===== src/logic/exec_pkg.sv =====
// Execution cluster definitions with widths, RISC-V encodings and payload types
`default_nettype none

package exec_pkg;

    //----------------------------------------------------------
    // Widths and encodings
    //----------------------------------------------------------
    localparam int XLEN        = 32;
    localparam int ROB_DEPTH   = 4;
    localparam int ROB_TAG_W   = $clog2(ROB_DEPTH);
    localparam int MUL_LATENCY = 2;
    localparam int DIV_CYCLES  = 32;
    localparam int DIV_CNT_W   = $clog2(DIV_CYCLES);

    localparam logic [6:0] OPCODE_OP     = 7'b0110011;
    localparam logic [6:0] FUNCT7_BASE   = 7'b0000000;
    localparam logic [6:0] FUNCT7_ALT    = 7'b0100000;
    localparam logic [6:0] FUNCT7_MULDIV = 7'b0000001;

    //----------------------------------------------------------
    // Types
    //----------------------------------------------------------
    typedef logic [XLEN-1:0]      xlen_t;
    typedef logic [31:0]          instr_t;
    typedef logic [4:0]           reg_idx_t;
    typedef logic [ROB_TAG_W-1:0] rob_tag_t;
    typedef logic [2:0]           funct3_t;

    typedef enum logic [1:0] {
        DIV_IDLE,
        DIV_RUN,
        DIV_DONE
    } div_state_e;

    // Offered on the input handshake
    typedef struct packed {
        instr_t instr;
        xlen_t  op_a;
        xlen_t  op_b;
    } issue_req_t;

    // Dispatched to one unit
    typedef struct packed {
        rob_tag_t tag;
        funct3_t  funct3;
        logic     alt;
        xlen_t    op_a;
        xlen_t    op_b;
    } exec_op_t;

    typedef struct packed {
        rob_tag_t tag;
        xlen_t    value;
    } unit_result_t;

    typedef struct packed {
        rob_tag_t tag;
        reg_idx_t rd;
        logic     illegal;
    } rob_alloc_t;

    typedef struct packed {
        reg_idx_t rd;
        xlen_t    value;
        logic     illegal;
    } retire_t;

endpackage

`default_nettype wire

===== src/logic/exec_cluster.sv =====
// Integer execution cluster joining decoder, ALU, multiplier, divider and reorder buffer
`timescale 1ns/1ps
`default_nettype none

module exec_cluster (
     input  logic                  clk_i
    ,input  logic                  rst_n_i
    ,input  logic                  in_valid_i
    ,input  exec_pkg::issue_req_t  in_data_i
    ,output logic                  in_ready_o
    ,output logic                  out_valid_o
    ,output exec_pkg::retire_t     out_data_o
    ,input  logic                  out_ready_i
);
    import exec_pkg::*;

    exec_op_t     op_w;
    logic         alu_issue_w;
    logic         mul_issue_w;
    logic         div_issue_w;
    logic         alloc_valid_w;
    rob_alloc_t   alloc_w;
    logic         rob_full_w;
    logic         div_busy_w;
    logic         alu_done_w;
    unit_result_t alu_result_w;
    logic         mul_done_w;
    unit_result_t mul_result_w;
    logic         div_done_w;
    unit_result_t div_result_w;

    op_decode u_decode (
         .clk_i(clk_i)
        ,.rst_n_i(rst_n_i)
        ,.in_valid_i(in_valid_i)
        ,.in_data_i(in_data_i)
        ,.in_ready_o(in_ready_o)
        ,.rob_full_i(rob_full_w)
        ,.div_busy_i(div_busy_w)
        ,.op_o(op_w)
        ,.alu_issue_o(alu_issue_w)
        ,.mul_issue_o(mul_issue_w)
        ,.div_issue_o(div_issue_w)
        ,.alloc_valid_o(alloc_valid_w)
        ,.alloc_o(alloc_w)
    );

    alu_unit u_alu (
         .clk_i(clk_i)
        ,.rst_n_i(rst_n_i)
        ,.issue_i(alu_issue_w)
        ,.op_i(op_w)
        ,.done_o(alu_done_w)
        ,.result_o(alu_result_w)
    );

    mul_unit u_mul (
         .clk_i(clk_i)
        ,.rst_n_i(rst_n_i)
        ,.issue_i(mul_issue_w)
        ,.op_i(op_w)
        ,.done_o(mul_done_w)
        ,.result_o(mul_result_w)
    );

    div_unit u_div (
         .clk_i(clk_i)
        ,.rst_n_i(rst_n_i)
        ,.issue_i(div_issue_w)
        ,.op_i(op_w)
        ,.busy_o(div_busy_w)
        ,.done_o(div_done_w)
        ,.result_o(div_result_w)
    );

    reorder_buffer u_rob (
         .clk_i(clk_i)
        ,.rst_n_i(rst_n_i)
        ,.alloc_valid_i(alloc_valid_w)
        ,.alloc_i(alloc_w)
        ,.alu_done_i(alu_done_w)
        ,.alu_result_i(alu_result_w)
        ,.mul_done_i(mul_done_w)
        ,.mul_result_i(mul_result_w)
        ,.div_done_i(div_done_w)
        ,.div_result_i(div_result_w)
        ,.rob_full_o(rob_full_w)
        ,.out_valid_o(out_valid_o)
        ,.out_data_o(out_data_o)
        ,.out_ready_i(out_ready_i)
    );

endmodule

`default_nettype wire


===== src/logic/reorder_buffer.sv =====
// Reorder buffer that collects unit results and retires them in program order
`timescale 1ns/1ps
`default_nettype none

module reorder_buffer (
     input  logic                    clk_i
    ,input  logic                    rst_n_i
    ,input  logic                    alloc_valid_i
    ,input  exec_pkg::rob_alloc_t    alloc_i
    ,input  logic                    alu_done_i
    ,input  exec_pkg::unit_result_t  alu_result_i
    ,input  logic                    mul_done_i
    ,input  exec_pkg::unit_result_t  mul_result_i
    ,input  logic                    div_done_i
    ,input  exec_pkg::unit_result_t  div_result_i
    ,output logic                    rob_full_o
    ,output logic                    out_valid_o
    ,output exec_pkg::retire_t       out_data_o
    ,input  logic                    out_ready_i
);
    import exec_pkg::*;

    reg_idx_t             rd_q [ROB_DEPTH];
    xlen_t                value_q [ROB_DEPTH];
    logic [ROB_DEPTH-1:0] illegal_q;
    logic [ROB_DEPTH-1:0] done_q;
    rob_tag_t             head_q;
    logic [ROB_TAG_W:0]   count_q;
    logic                 ill_done_q;
    rob_tag_t             ill_tag_q;
    logic                 retire;
    rob_tag_t             sel;
    logic                 load;

    function automatic logic in_use(rob_tag_t tag);
        return {1'b0, rob_tag_t'(tag - head_q)} < count_q;
    endfunction

    // Top count bit set means all slots taken
    assign rob_full_o = count_q[ROB_TAG_W];
    assign retire     = out_valid_o && out_ready_i;
    assign sel        = retire ? rob_tag_t'(head_q + 1'b1) : head_q;
    assign load       = done_q[sel] && (retire || !out_valid_o);

    //----------------------------------------------------------
    // Slot and pointer control
    //----------------------------------------------------------
    always_ff @(posedge clk_i) begin
        if (!rst_n_i) begin
            head_q      <= '0;
            count_q     <= '0;
            done_q      <= '0;
            ill_done_q  <= 1'b0;
            out_valid_o <= 1'b0;
        end else begin
            // Illegal words complete a cycle after allocation
            ill_done_q <= alloc_valid_i && alloc_i.illegal;
            if (alloc_valid_i) begin
                done_q[alloc_i.tag] <= 1'b0;
            end
            if (ill_done_q) begin
                done_q[ill_tag_q] <= 1'b1;
            end
            if (alu_done_i) begin
                done_q[alu_result_i.tag] <= 1'b1;
            end
            if (mul_done_i) begin
                done_q[mul_result_i.tag] <= 1'b1;
            end
            if (div_done_i) begin
                done_q[div_result_i.tag] <= 1'b1;
            end
            if (retire) begin
                done_q[head_q] <= 1'b0;
                head_q         <= head_q + 1'b1;
            end
            case ({alloc_valid_i, retire})
                2'b10:   count_q <= count_q + 1'b1;
                2'b01:   count_q <= count_q - 1'b1;
                default: count_q <= count_q;
            endcase
            if (load) begin
                out_valid_o <= 1'b1;
            end else if (retire) begin
                out_valid_o <= 1'b0;
            end
        end
    end

    always_ff @(posedge clk_i) begin
        ill_tag_q <= alloc_i.tag;
        if (alloc_valid_i) begin
            rd_q[alloc_i.tag]      <= alloc_i.rd;
            illegal_q[alloc_i.tag] <= alloc_i.illegal;
            value_q[alloc_i.tag]   <= '0;
        end
        if (alu_done_i) begin
            value_q[alu_result_i.tag] <= alu_result_i.value;
        end
        if (mul_done_i) begin
            value_q[mul_result_i.tag] <= mul_result_i.value;
        end
        if (div_done_i) begin
            value_q[div_result_i.tag] <= div_result_i.value;
        end
        // Head result registered as the output
        if (load) begin
            out_data_o.rd      <= rd_q[sel];
            out_data_o.value   <= value_q[sel];
            out_data_o.illegal <= illegal_q[sel];
        end
    end

    assert property (@(posedge clk_i) disable iff (!rst_n_i)
        (!alu_done_i || in_use(alu_result_i.tag)) &&
        (!mul_done_i || in_use(mul_result_i.tag)) &&
        (!div_done_i || in_use(div_result_i.tag)));

    assert property (@(posedge clk_i) disable iff (!rst_n_i)
        alloc_valid_i |-> !rob_full_o);

endmodule

`default_nettype wire


===== src/logic/div_unit.sv =====
// Iterative restoring divider for DIV, DIVU, REM and REMU
`timescale 1ns/1ps
`default_nettype none

module div_unit (
     input  logic                    clk_i
    ,input  logic                    rst_n_i
    ,input  logic                    issue_i
    ,input  exec_pkg::exec_op_t      op_i
    ,output logic                    busy_o
    ,output logic                    done_o
    ,output exec_pkg::unit_result_t  result_o
);
    import exec_pkg::*;

    div_state_e           state_q;
    logic [DIV_CNT_W-1:0] count_q;
    xlen_t                quo_q;
    xlen_t                rem_q;
    xlen_t                divisor_q;
    rob_tag_t             tag_q;
    logic                 rem_sel_q;
    logic                 neg_quo_q;
    logic                 neg_rem_q;
    logic                 is_signed;
    xlen_t                abs_a;
    xlen_t                abs_b;
    logic [XLEN:0]        rem_shift;
    logic                 fits;

    assign is_signed = !op_i.funct3[0];
    assign abs_a     = (is_signed && op_i.op_a[XLEN-1]) ? -op_i.op_a : op_i.op_a;
    assign abs_b     = (is_signed && op_i.op_b[XLEN-1]) ? -op_i.op_b : op_i.op_b;
    assign rem_shift = {rem_q, quo_q[XLEN-1]};
    assign fits      = rem_shift >= {1'b0, divisor_q};
    assign busy_o    = state_q != DIV_IDLE;

    //----------------------------------------------------------
    // Sequencing
    //----------------------------------------------------------
    always_ff @(posedge clk_i) begin
        if (!rst_n_i) begin
            state_q <= DIV_IDLE;
            count_q <= '0;
            done_o  <= 1'b0;
        end else begin
            done_o <= 1'b0;
            case (state_q)
                DIV_IDLE: begin
                    count_q <= '0;
                    if (issue_i) begin
                        state_q <= DIV_RUN;
                    end
                end
                DIV_RUN: begin
                    count_q <= count_q + 1'b1;
                    if (count_q == DIV_CNT_W'(DIV_CYCLES - 1)) begin
                        state_q <= DIV_DONE;
                    end
                end
                default: begin
                    state_q <= DIV_IDLE;
                    done_o  <= 1'b1;
                end
            endcase
        end
    end

    //----------------------------------------------------------
    // Datapath
    //----------------------------------------------------------
    always_ff @(posedge clk_i) begin
        if (state_q == DIV_IDLE && issue_i) begin
            quo_q     <= abs_a;
            rem_q     <= '0;
            divisor_q <= abs_b;
            tag_q     <= op_i.tag;
            rem_sel_q <= op_i.funct3[1];
            // Zero divisor keeps the all-ones quotient unsigned
            neg_quo_q <= is_signed && (op_i.op_a[XLEN-1] ^ op_i.op_b[XLEN-1]) && |op_i.op_b;
            neg_rem_q <= is_signed && op_i.op_a[XLEN-1];
        end else if (state_q == DIV_RUN) begin
            quo_q <= {quo_q[XLEN-2:0], fits};
            if (fits) begin
                rem_q <= xlen_t'(rem_shift - {1'b0, divisor_q});
            end else begin
                rem_q <= rem_shift[XLEN-1:0];
            end
        end
        // Most negative by -1 negates back to the dividend with remainder 0
        if (state_q == DIV_DONE) begin
            result_o.tag <= tag_q;
            if (rem_sel_q) begin
                result_o.value <= neg_rem_q ? -rem_q : rem_q;
            end else begin
                result_o.value <= neg_quo_q ? -quo_q : quo_q;
            end
        end
    end

    assert property (@(posedge clk_i) disable iff (!rst_n_i) done_o |=> !done_o);

endmodule

`default_nettype wire


===== src/logic/mul_unit.sv =====
// Two-stage pipelined multiplier for MUL, MULH, MULHSU and MULHU
`timescale 1ns/1ps
`default_nettype none

module mul_unit (
     input  logic                    clk_i
    ,input  logic                    rst_n_i
    ,input  logic                    issue_i
    ,input  exec_pkg::exec_op_t      op_i
    ,output logic                    done_o
    ,output exec_pkg::unit_result_t  result_o
);
    import exec_pkg::*;

    logic [MUL_LATENCY-1:0]   valid_q;
    logic signed [XLEN:0]     a_q;
    logic signed [XLEN:0]     b_q;
    logic                     high_q;
    rob_tag_t                 tag_q;
    logic                     a_signed;
    logic                     b_signed;
    logic signed [2*XLEN+1:0] product;

    // MULH signs both operands, MULHSU only the first
    assign a_signed = op_i.funct3[1:0] == 2'b01 || op_i.funct3[1:0] == 2'b10;
    assign b_signed = op_i.funct3[1:0] == 2'b01;
    assign product  = a_q * b_q;
    assign done_o   = valid_q[MUL_LATENCY-1];

    always_ff @(posedge clk_i) begin
        if (!rst_n_i) begin
            valid_q <= '0;
        end else begin
            valid_q <= {valid_q[MUL_LATENCY-2:0], issue_i};
        end
    end

    //----------------------------------------------------------
    // Stage one extends, stage two multiplies
    //----------------------------------------------------------
    always_ff @(posedge clk_i) begin
        if (issue_i) begin
            a_q    <= {a_signed && op_i.op_a[XLEN-1], op_i.op_a};
            b_q    <= {b_signed && op_i.op_b[XLEN-1], op_i.op_b};
            high_q <= |op_i.funct3[1:0];
            tag_q  <= op_i.tag;
        end
        if (valid_q[0]) begin
            result_o.tag   <= tag_q;
            result_o.value <= high_q ? product[2*XLEN-1:XLEN] : product[XLEN-1:0];
        end
    end

endmodule

`default_nettype wire


===== src/logic/alu_unit.sv =====
// Single-cycle integer ALU for the base OP instructions with registered result
`timescale 1ns/1ps
`default_nettype none

module alu_unit (
     input  logic                    clk_i
    ,input  logic                    rst_n_i
    ,input  logic                    issue_i
    ,input  exec_pkg::exec_op_t      op_i
    ,output logic                    done_o
    ,output exec_pkg::unit_result_t  result_o
);
    import exec_pkg::*;

    xlen_t      a;
    xlen_t      b;
    logic [4:0] shamt;
    xlen_t      value;

    assign a     = op_i.op_a;
    assign b     = op_i.op_b;
    assign shamt = op_i.op_b[4:0];

    always_comb begin
        case (op_i.funct3)
            3'b000:  value = op_i.alt ? a - b : a + b;
            3'b001:  value = a << shamt;
            3'b010:  value = xlen_t'($signed(a) < $signed(b));
            3'b011:  value = xlen_t'(a < b);
            3'b100:  value = a ^ b;
            // SRA when the alternate bit is set
            3'b101:  value = op_i.alt ? xlen_t'($signed(a) >>> shamt) : a >> shamt;
            3'b110:  value = a | b;
            default: value = a & b;
        endcase
    end

    always_ff @(posedge clk_i) begin
        if (!rst_n_i) begin
            done_o <= 1'b0;
        end else begin
            done_o <= issue_i;
        end
    end

    always_ff @(posedge clk_i) begin
        if (issue_i) begin
            result_o.tag   <= op_i.tag;
            result_o.value <= value;
        end
    end

endmodule

`default_nettype wire


===== src/logic/op_decode.sv =====
// Instruction decoder with reorder tag allocation and dispatch to the execution units
`timescale 1ns/1ps
`default_nettype none

module op_decode (
     input  logic                  clk_i
    ,input  logic                  rst_n_i
    ,input  logic                  in_valid_i
    ,input  exec_pkg::issue_req_t  in_data_i
    ,output logic                  in_ready_o
    ,input  logic                  rob_full_i
    ,input  logic                  div_busy_i
    ,output exec_pkg::exec_op_t    op_o
    ,output logic                  alu_issue_o
    ,output logic                  mul_issue_o
    ,output logic                  div_issue_o
    ,output logic                  alloc_valid_o
    ,output exec_pkg::rob_alloc_t  alloc_o
);
    import exec_pkg::*;

    logic [6:0] opcode;
    logic [6:0] funct7;
    funct3_t    funct3;
    logic       is_op;
    logic       is_alu;
    logic       is_mul;
    logic       is_div;
    logic       accept;
    rob_tag_t   tail_q;

    assign opcode = in_data_i.instr[6:0];
    assign funct7 = in_data_i.instr[31:25];
    assign funct3 = in_data_i.instr[14:12];
    assign is_op  = opcode == OPCODE_OP;

    // Alternate encoding only for SUB and SRA
    assign is_alu = is_op && (funct7 == FUNCT7_BASE ||
                    (funct7 == FUNCT7_ALT && (funct3 == 3'b000 || funct3 == 3'b101)));
    assign is_mul = is_op && funct7 == FUNCT7_MULDIV && !funct3[2];
    assign is_div = is_op && funct7 == FUNCT7_MULDIV && funct3[2];

    // Divider holds a single operation
    assign in_ready_o    = !rob_full_i && !(is_div && div_busy_i);
    assign accept        = in_valid_i && in_ready_o;
    assign alloc_valid_o = accept;
    assign alu_issue_o   = accept && is_alu;
    assign mul_issue_o   = accept && is_mul;
    assign div_issue_o   = accept && is_div;

    assign op_o.tag    = tail_q;
    assign op_o.funct3 = funct3;
    assign op_o.alt    = in_data_i.instr[30];
    assign op_o.op_a   = in_data_i.op_a;
    assign op_o.op_b   = in_data_i.op_b;

    // Illegal words get a slot but no unit
    assign alloc_o.tag     = tail_q;
    assign alloc_o.rd      = in_data_i.instr[11:7];
    assign alloc_o.illegal = !(is_alu || is_mul || is_div);

    always_ff @(posedge clk_i) begin
        if (!rst_n_i) begin
            tail_q <= '0;
        end else if (accept) begin
            tail_q <= tail_q + 1'b1;
        end
    end

    assert property (@(posedge clk_i) disable iff (!rst_n_i)
        $onehot0({alu_issue_o, mul_issue_o, div_issue_o}));

endmodule

`default_nettype wire


===== config.mk =====
export PLATFORM = sky130hd
export DESIGN_NAME = exec_cluster
export DESIGN_NICKNAME = d
export VERILOG_FILES = /design/src/logic/exec_pkg.sv /design/src/logic/exec_cluster.sv /design/src/logic/reorder_buffer.sv /design/src/logic/div_unit.sv /design/src/logic/mul_unit.sv /design/src/logic/alu_unit.sv /design/src/logic/op_decode.sv
export SDC_FILE = /design/constraint.sdc
export NUM_CORES = 2
export LEC_CHECK = 0
export ABC_AREA = 1
export CELL_PAD_IN_SITES_DETAIL_PLACEMENT = 1
export CELL_PAD_IN_SITES_GLOBAL_PLACEMENT = 2
export CORE_ASPECT_RATIO = 1.2
export CORE_MARGIN = 2
export CORE_UTILIZATION = 40
export CTS_BUF_LIST = sky130_fd_sc_hd__clkbuf_4
export CTS_CLUSTER_DIAMETER = 60
export DETAILED_ROUTE_END_ITERATION = 6
export DONT_BUFFER_PORTS = 1
export GPL_ROUTABILITY_DRIVEN = 0
export PLACE_DENSITY = 0.95
export SKIP_LAST_GASP = 1
export SYNTH_ARGS = -nofsm -noshare
export SYNTH_HDL_FRONTEND = slang
export SYNTH_HIERARCHICAL = 1
export SYNTH_SLANG_ARGS = --single-unit

===== constraint.sdc =====
create_clock -name clk_i -period 8.9 [get_ports clk_i]
set_input_delay 1.78 -clock clk_i [delete_from_list [all_inputs] [get_ports clk_i]]
set_output_delay 1.78 -clock clk_i [all_outputs]
set_load 0.005 [all_outputs]

==> impl_results.rst <==
.. list-table::
   :header-rows: 1

   * - Metric
     - Value
   * - Leakage power
     - 43.5 nW
   * - Worst slew pin tran
     - ~1500 ps
   * - CP max FO
     - 17
   * - Highest Clock Rate
     - roughly 120 MHz
   * - Detailed-routed wire length on met3
     - ~23000 µm
   * - Total area of multi-input combinational cells
     - 0.0522 mm²
   * - Clock latency reported for the late side of the worst-skew pair
     - between 1000 and 1500 ps
   * - Initial Util
     - ~40%
   * - Maximum number of pins on one net before global-route repair
     - 80
   * - Die boundary width
     - 408 µm
   * - Via density per instance
     - approximately 5.5
   * - Full die area
     - around 0.2 mm²
   * - Power density over the cells
     - between 70 and 80 mW/mm²
   * - Worst slack, placed
     - approximately 510 ps
   * - Wire length per cell
     - about 24 µm
   * - Number of cells in the finished layout apart from fillers
     - 13.0k
   * - Antenna violations before repair
     - 25
   * - Share of the cycle needed by the critical path after routing
     - approximately 95%
   * - Maximum level of the CTS H-tree
     - 3
   * - Number of iterations in the first detailed-routing pass
     - 6
   * - Worst min-delay path category
     - flip-flop to flip-flop
   * - Antenna violation net count after detailed routing
     - 0
   * - Post-layout minimum cycle time
     - about 8400 ps
   * - Maximum vdd drop
     - about 0.10 mV
   * - Setup repair after global routing missed its margin
     - no
   * - Number of synthesized register bits
     - a little under 500
   * - Most frequent CP cell
     - sky130_fd_sc_hd__fa_1
   * - Routed met2 length
     - ~150000 µm
   * - Final Hold Violating Endpoints
     - 0
   * - Number of buffer cells added on primary ports
     - 0
   * - Data required, critical path
     - a little under 10000 ps
   * - Die outline height
     - ~490 µm
   * - Total number of vias
     - ~71k
   * - Critical path, cell by cell
     - nand2_1 -> inv_1 -> fa_1 -> fa_1 -> inv_1 -> fa_1 -> inv_1 -> fa_1 -> fa_1 -> fa_1 -> fa_1 -> inv_1 -> fa_1 -> inv_1 -> ha_1 -> nand2_1 -> nor2_1 -> nand3_1 -> nor2_1 -> nand3_1 -> nand3_1 -> nand2_1 -> nand3_1 -> o21ai_0
   * - Std-Cell Rows
     - roughly 180
   * - Arrival @ worst endpoint
     - 9130 ps
   * - Slowest stage cell on the critical path
     - sky130_fd_sc_hd__edfxtp_1
   * - Final-report max-slew violation count
     - 2
   * - Clock tree sinks
     - about 490
   * - Core footprint
     - roughly 0.19 mm²
   * - Length of routed wiring on met1
     - ~110000 µm
   * - Setup TNS
     - 0 ps
   * - Top layer used by detailed routing
     - met5
   * - Total setup violations reported at the end of the flow
     - 0
   * - Top cell family by delay on the critical path
     - adder cells
   * - Result of the run
     - complete, but fails checks
   * - Filler cell count
     - 24.5k
   * - Number of buffers added for setup after CTS
     - 0
   * - Fraction of layout cells with a size suffix above 1
     - between 5 and 6%
   * - Total of max-cap violations
     - 1
   * - Number of buffers added by the clock tree synthesis step
     - about 120
   * - Fraction of the yosys area taken by sequential cells
     - 18.0%
   * - Layout Nets
     - 11.9k
   * - Cell count after placement
     - approximately 13k
   * - Critical Path Source
     - u_mul/a_q[23]
   * - Number of nets produced by synthesis
     - between 10k and 15k
   * - CTS tree
     - yes
   * - Leading cell types by total area after synthesis
     - sky130_fd_sc_hd__fa_1, sky130_fd_sc_hd__edfxtp_1, sky130_fd_sc_hd__nand2_1, sky130_fd_sc_hd__inv_1, sky130_fd_sc_hd__ha_1
   * - Largest area contributor in the netlist
     - sky130_fd_sc_hd__fa_1
   * - Skew final
     - between 100 and 150 ps
   * - Async S/R FF share, synth
     - 0%
   * - Post-Synthesis Mean Instance Area
     - about 7.4 µm²
   * - Critical path type
     - flip-flop to flip-flop
   * - Cell area after technology mapping
     - ~0.078 mm²
   * - Post-Route WL
     - roughly 320000 µm
   * - Clock-pin transition on the worst setup and hold timing paths
     - approximately 70 ps
   * - DRC violation count after routing
     - 0
   * - Critical path's largest stage delay
     - 1320 ps
   * - Power consumption
     - 0.00594 W
   * - Startpoint of the worst register-to-register path
     - u_mul/a_q[23]
   * - Number of hold buffers added after CTS
     - 0
   * - Number of ports placed on the die boundary
     - 140
   * - Violated checks
     - capacitance limit, slew limit
   * - Count of flip-flops with a built-in enable after synthesis
     - 430
   * - Distinct cell type count after synthesis
     - between 60 and 70
   * - First-pass GRT wire length
     - about 470000 µm
   * - Number of global-route vias before repair
     - about 79k
   * - Top-area cell type share of the netlist area
     - 28.9%
   * - Count of synthesis-stage warnings from yosys
     - 6
   * - Number of buffers on the longest clock path
     - 3
   * - Signed area change from the synthesized netlist to the final layout
     - 4.77%
   * - Leftover overflow at the end of global routing
     - 0
   * - Post-detailed-placement half-perimeter wirelength
     - between 200000 and 300000 µm
   * - Setup ws final
     - 486 ps
   * - FF+latch area
     - about 0.014 mm²
   * - Post-Synthesis Cells
     - approximately 11k
   * - Flip-flop cell with the highest count after synthesis
     - sky130_fd_sc_hd__edfxtp_1
   * - Number of buffers and inverters on the critical path
     - 5
   * - CP Launch Type
     - flip-flop
   * - Critical path capture point type
     - flip-flop
   * - Post-cts resize count
     - 0
   * - Gr usage total
     - around a third
   * - Worst max-slew margin expressed relative to the limit
     - -2.53%
   * - Iter 0 DRT Violations
     - around 5.0k
   * - Clk Tree Root Cell
     - sky130_fd_sc_hd__clkbuf_4
   * - Startpoint of the most critical hold path
     - u_mul/tag_q[1]
## cells in the final DEF, fill, tap and decap left out, types with 10 or more instances in the layout
cell type,Yosys,routed
sky130_fd_sc_hd__ha_1,360,360
sky130_fd_sc_hd__a21oi_1,293,293
sky130_fd_sc_hd__nor2_2,26,27
sky130_fd_sc_hd__clkinv_1,8,47
sky130_fd_sc_hd__or2_2,20,20
sky130_fd_sc_hd__buf_12,0,19
sky130_fd_sc_hd__o21ai_0,424,419
sky130_fd_sc_hd__nor2_1,594,589
sky130_fd_sc_hd__clkbuf_4,0,163
sky130_fd_sc_hd__nand3_2,22,30
sky130_fd_sc_hd__nand3_1,607,599
sky130_fd_sc_hd__inv_2,22,24
sky130_fd_sc_hd__o21bai_1,35,35
sky130_fd_sc_hd__a211oi_1,10,10
sky130_fd_sc_hd__o211ai_1,142,142
sky130_fd_sc_hd__nor3_1,57,55
sky130_fd_sc_hd__edfxtp_1,430,430
sky130_fd_sc_hd__o22ai_1,42,42
sky130_fd_sc_hd__nand4_1,69,69
sky130_fd_sc_hd__nand2_2,34,34
sky130_fd_sc_hd__o21a_1,15,15
sky130_fd_sc_hd__fa_1,1129,1129
sky130_fd_sc_hd__xor2_1,44,44
sky130_fd_sc_hd__nand3b_1,15,15
sky130_fd_sc_hd__nand2_1,2870,2870
sky130_fd_sc_hd__o21ai_1,76,81
sky130_fd_sc_hd__buf_4,84,153
sky130_fd_sc_hd__a21oi_2,12,12
sky130_fd_sc_hd__xnor2_1,33,33
sky130_fd_sc_hd__inv_1,2470,2469
sky130_fd_sc_hd__a31oi_1,17,17
sky130_fd_sc_hd__dfxtp_1,58,58
sky130_fd_sc_hd__clkinv_2,1,11
## final cells by class
class / count / share of cell area (%)
Sequential cell: 488 / 17.2
Clock inverter: 57 / 0.376
Clock buffer: 163 / 1.49
Timing Repair Buffer: 172 / 1.87
Inverter: 2501 / 11.5
Antenna cell: 8 / 0.0244
Tap cell: 2595 / 3.96
Multi-Input combinational cell: 7030 / 63.6
## worst paths after layout
check        slack (ps)  cells past startpoint                 end
max reg2reg         490                     24   u_mul/result_o[7]
min                 410                      0  u_mul/result_o[33]
min reg2reg         410                      0  u_mul/result_o[33]
max                 490                     24   u_mul/result_o[7]
## metrics by stage
step	hold slack, ps	utilization (%)	instance area [µm²]
after detailed placement	412	41.4	80400
final	411	42.2	81900
after floorplan	400	-	78200
after global placement	405	41.4	80400
after global routing	433	42.2	81900
after CTS	413	42.2	81900
## synth_stat cells, drive strengths merged, types with 2 or more instances
master / count
nand2: 2905
inv: 2492
fa: 1129
nand3: 629
nor2: 625
o21ai: 506
edfxtp: 430
ha: 360
clkbuf: 346
a21oi: 306
buf: 225
o211ai: 142
nand4: 69
nor3: 64
dfxtp: 58
xor2: 44
o22ai: 42
o21bai: 35
xnor2: 33
or2: 30
a31oi: 17
nand3b: 15
o21a: 15
nor4: 12
a211oi: 10
clkinv: 9
and2: 7
o31ai: 6
a21o: 5
mux2i: 4
o221ai: 4
a32o: 2
and3: 2
nand2b: 2
o32ai: 2
## power by group
part,switching (W),total [W],internal [W]
Sequential,0.0000967,0.00269,0.00260
Clock,0.00102,0.00192,0.000896
Combinational,0.000961,0.00133,0.000372
Total,0.00208,0.00594,0.00387
## routing by layer
layer | global-route usage, % | up-vias
li1 | - | 31400
met1 | 34.6 | 36100
met2 | 54.8 | 2855
met3 | 6.02 | 975
met4 | 22.2 | 16
met5 | 0 | -
## cells by family after synthesis
| family | count (synthesis) | synth area share [%] |
|---|---|---|
| and+or+nand+nor | 4362 | 23.0 |
| adders and majority gates | 1489 | 34.7 |
| xor gates and xnor gates | 77 | 0.862 |
| muxes | 4 | 0.0512 |
| buffers and inverters | 3072 | 15.5 |
| DFF | 488 | 18.0 |
| AOI/OAI and AO/OA | 1098 | 7.97 |
## sequential cells by signal, indices dropped and copies added (netlist names), 33 cells and up
signal / flops
u_mul/b_q: 33
u_alu/result_o: 34
u_div/result_o: 34
u_rob/out_data_o: 38
u_rob/value_q: 128
u_mul/result_o: 34
u_mul/a_q: 33
Power figures use the tool's default switching activity.
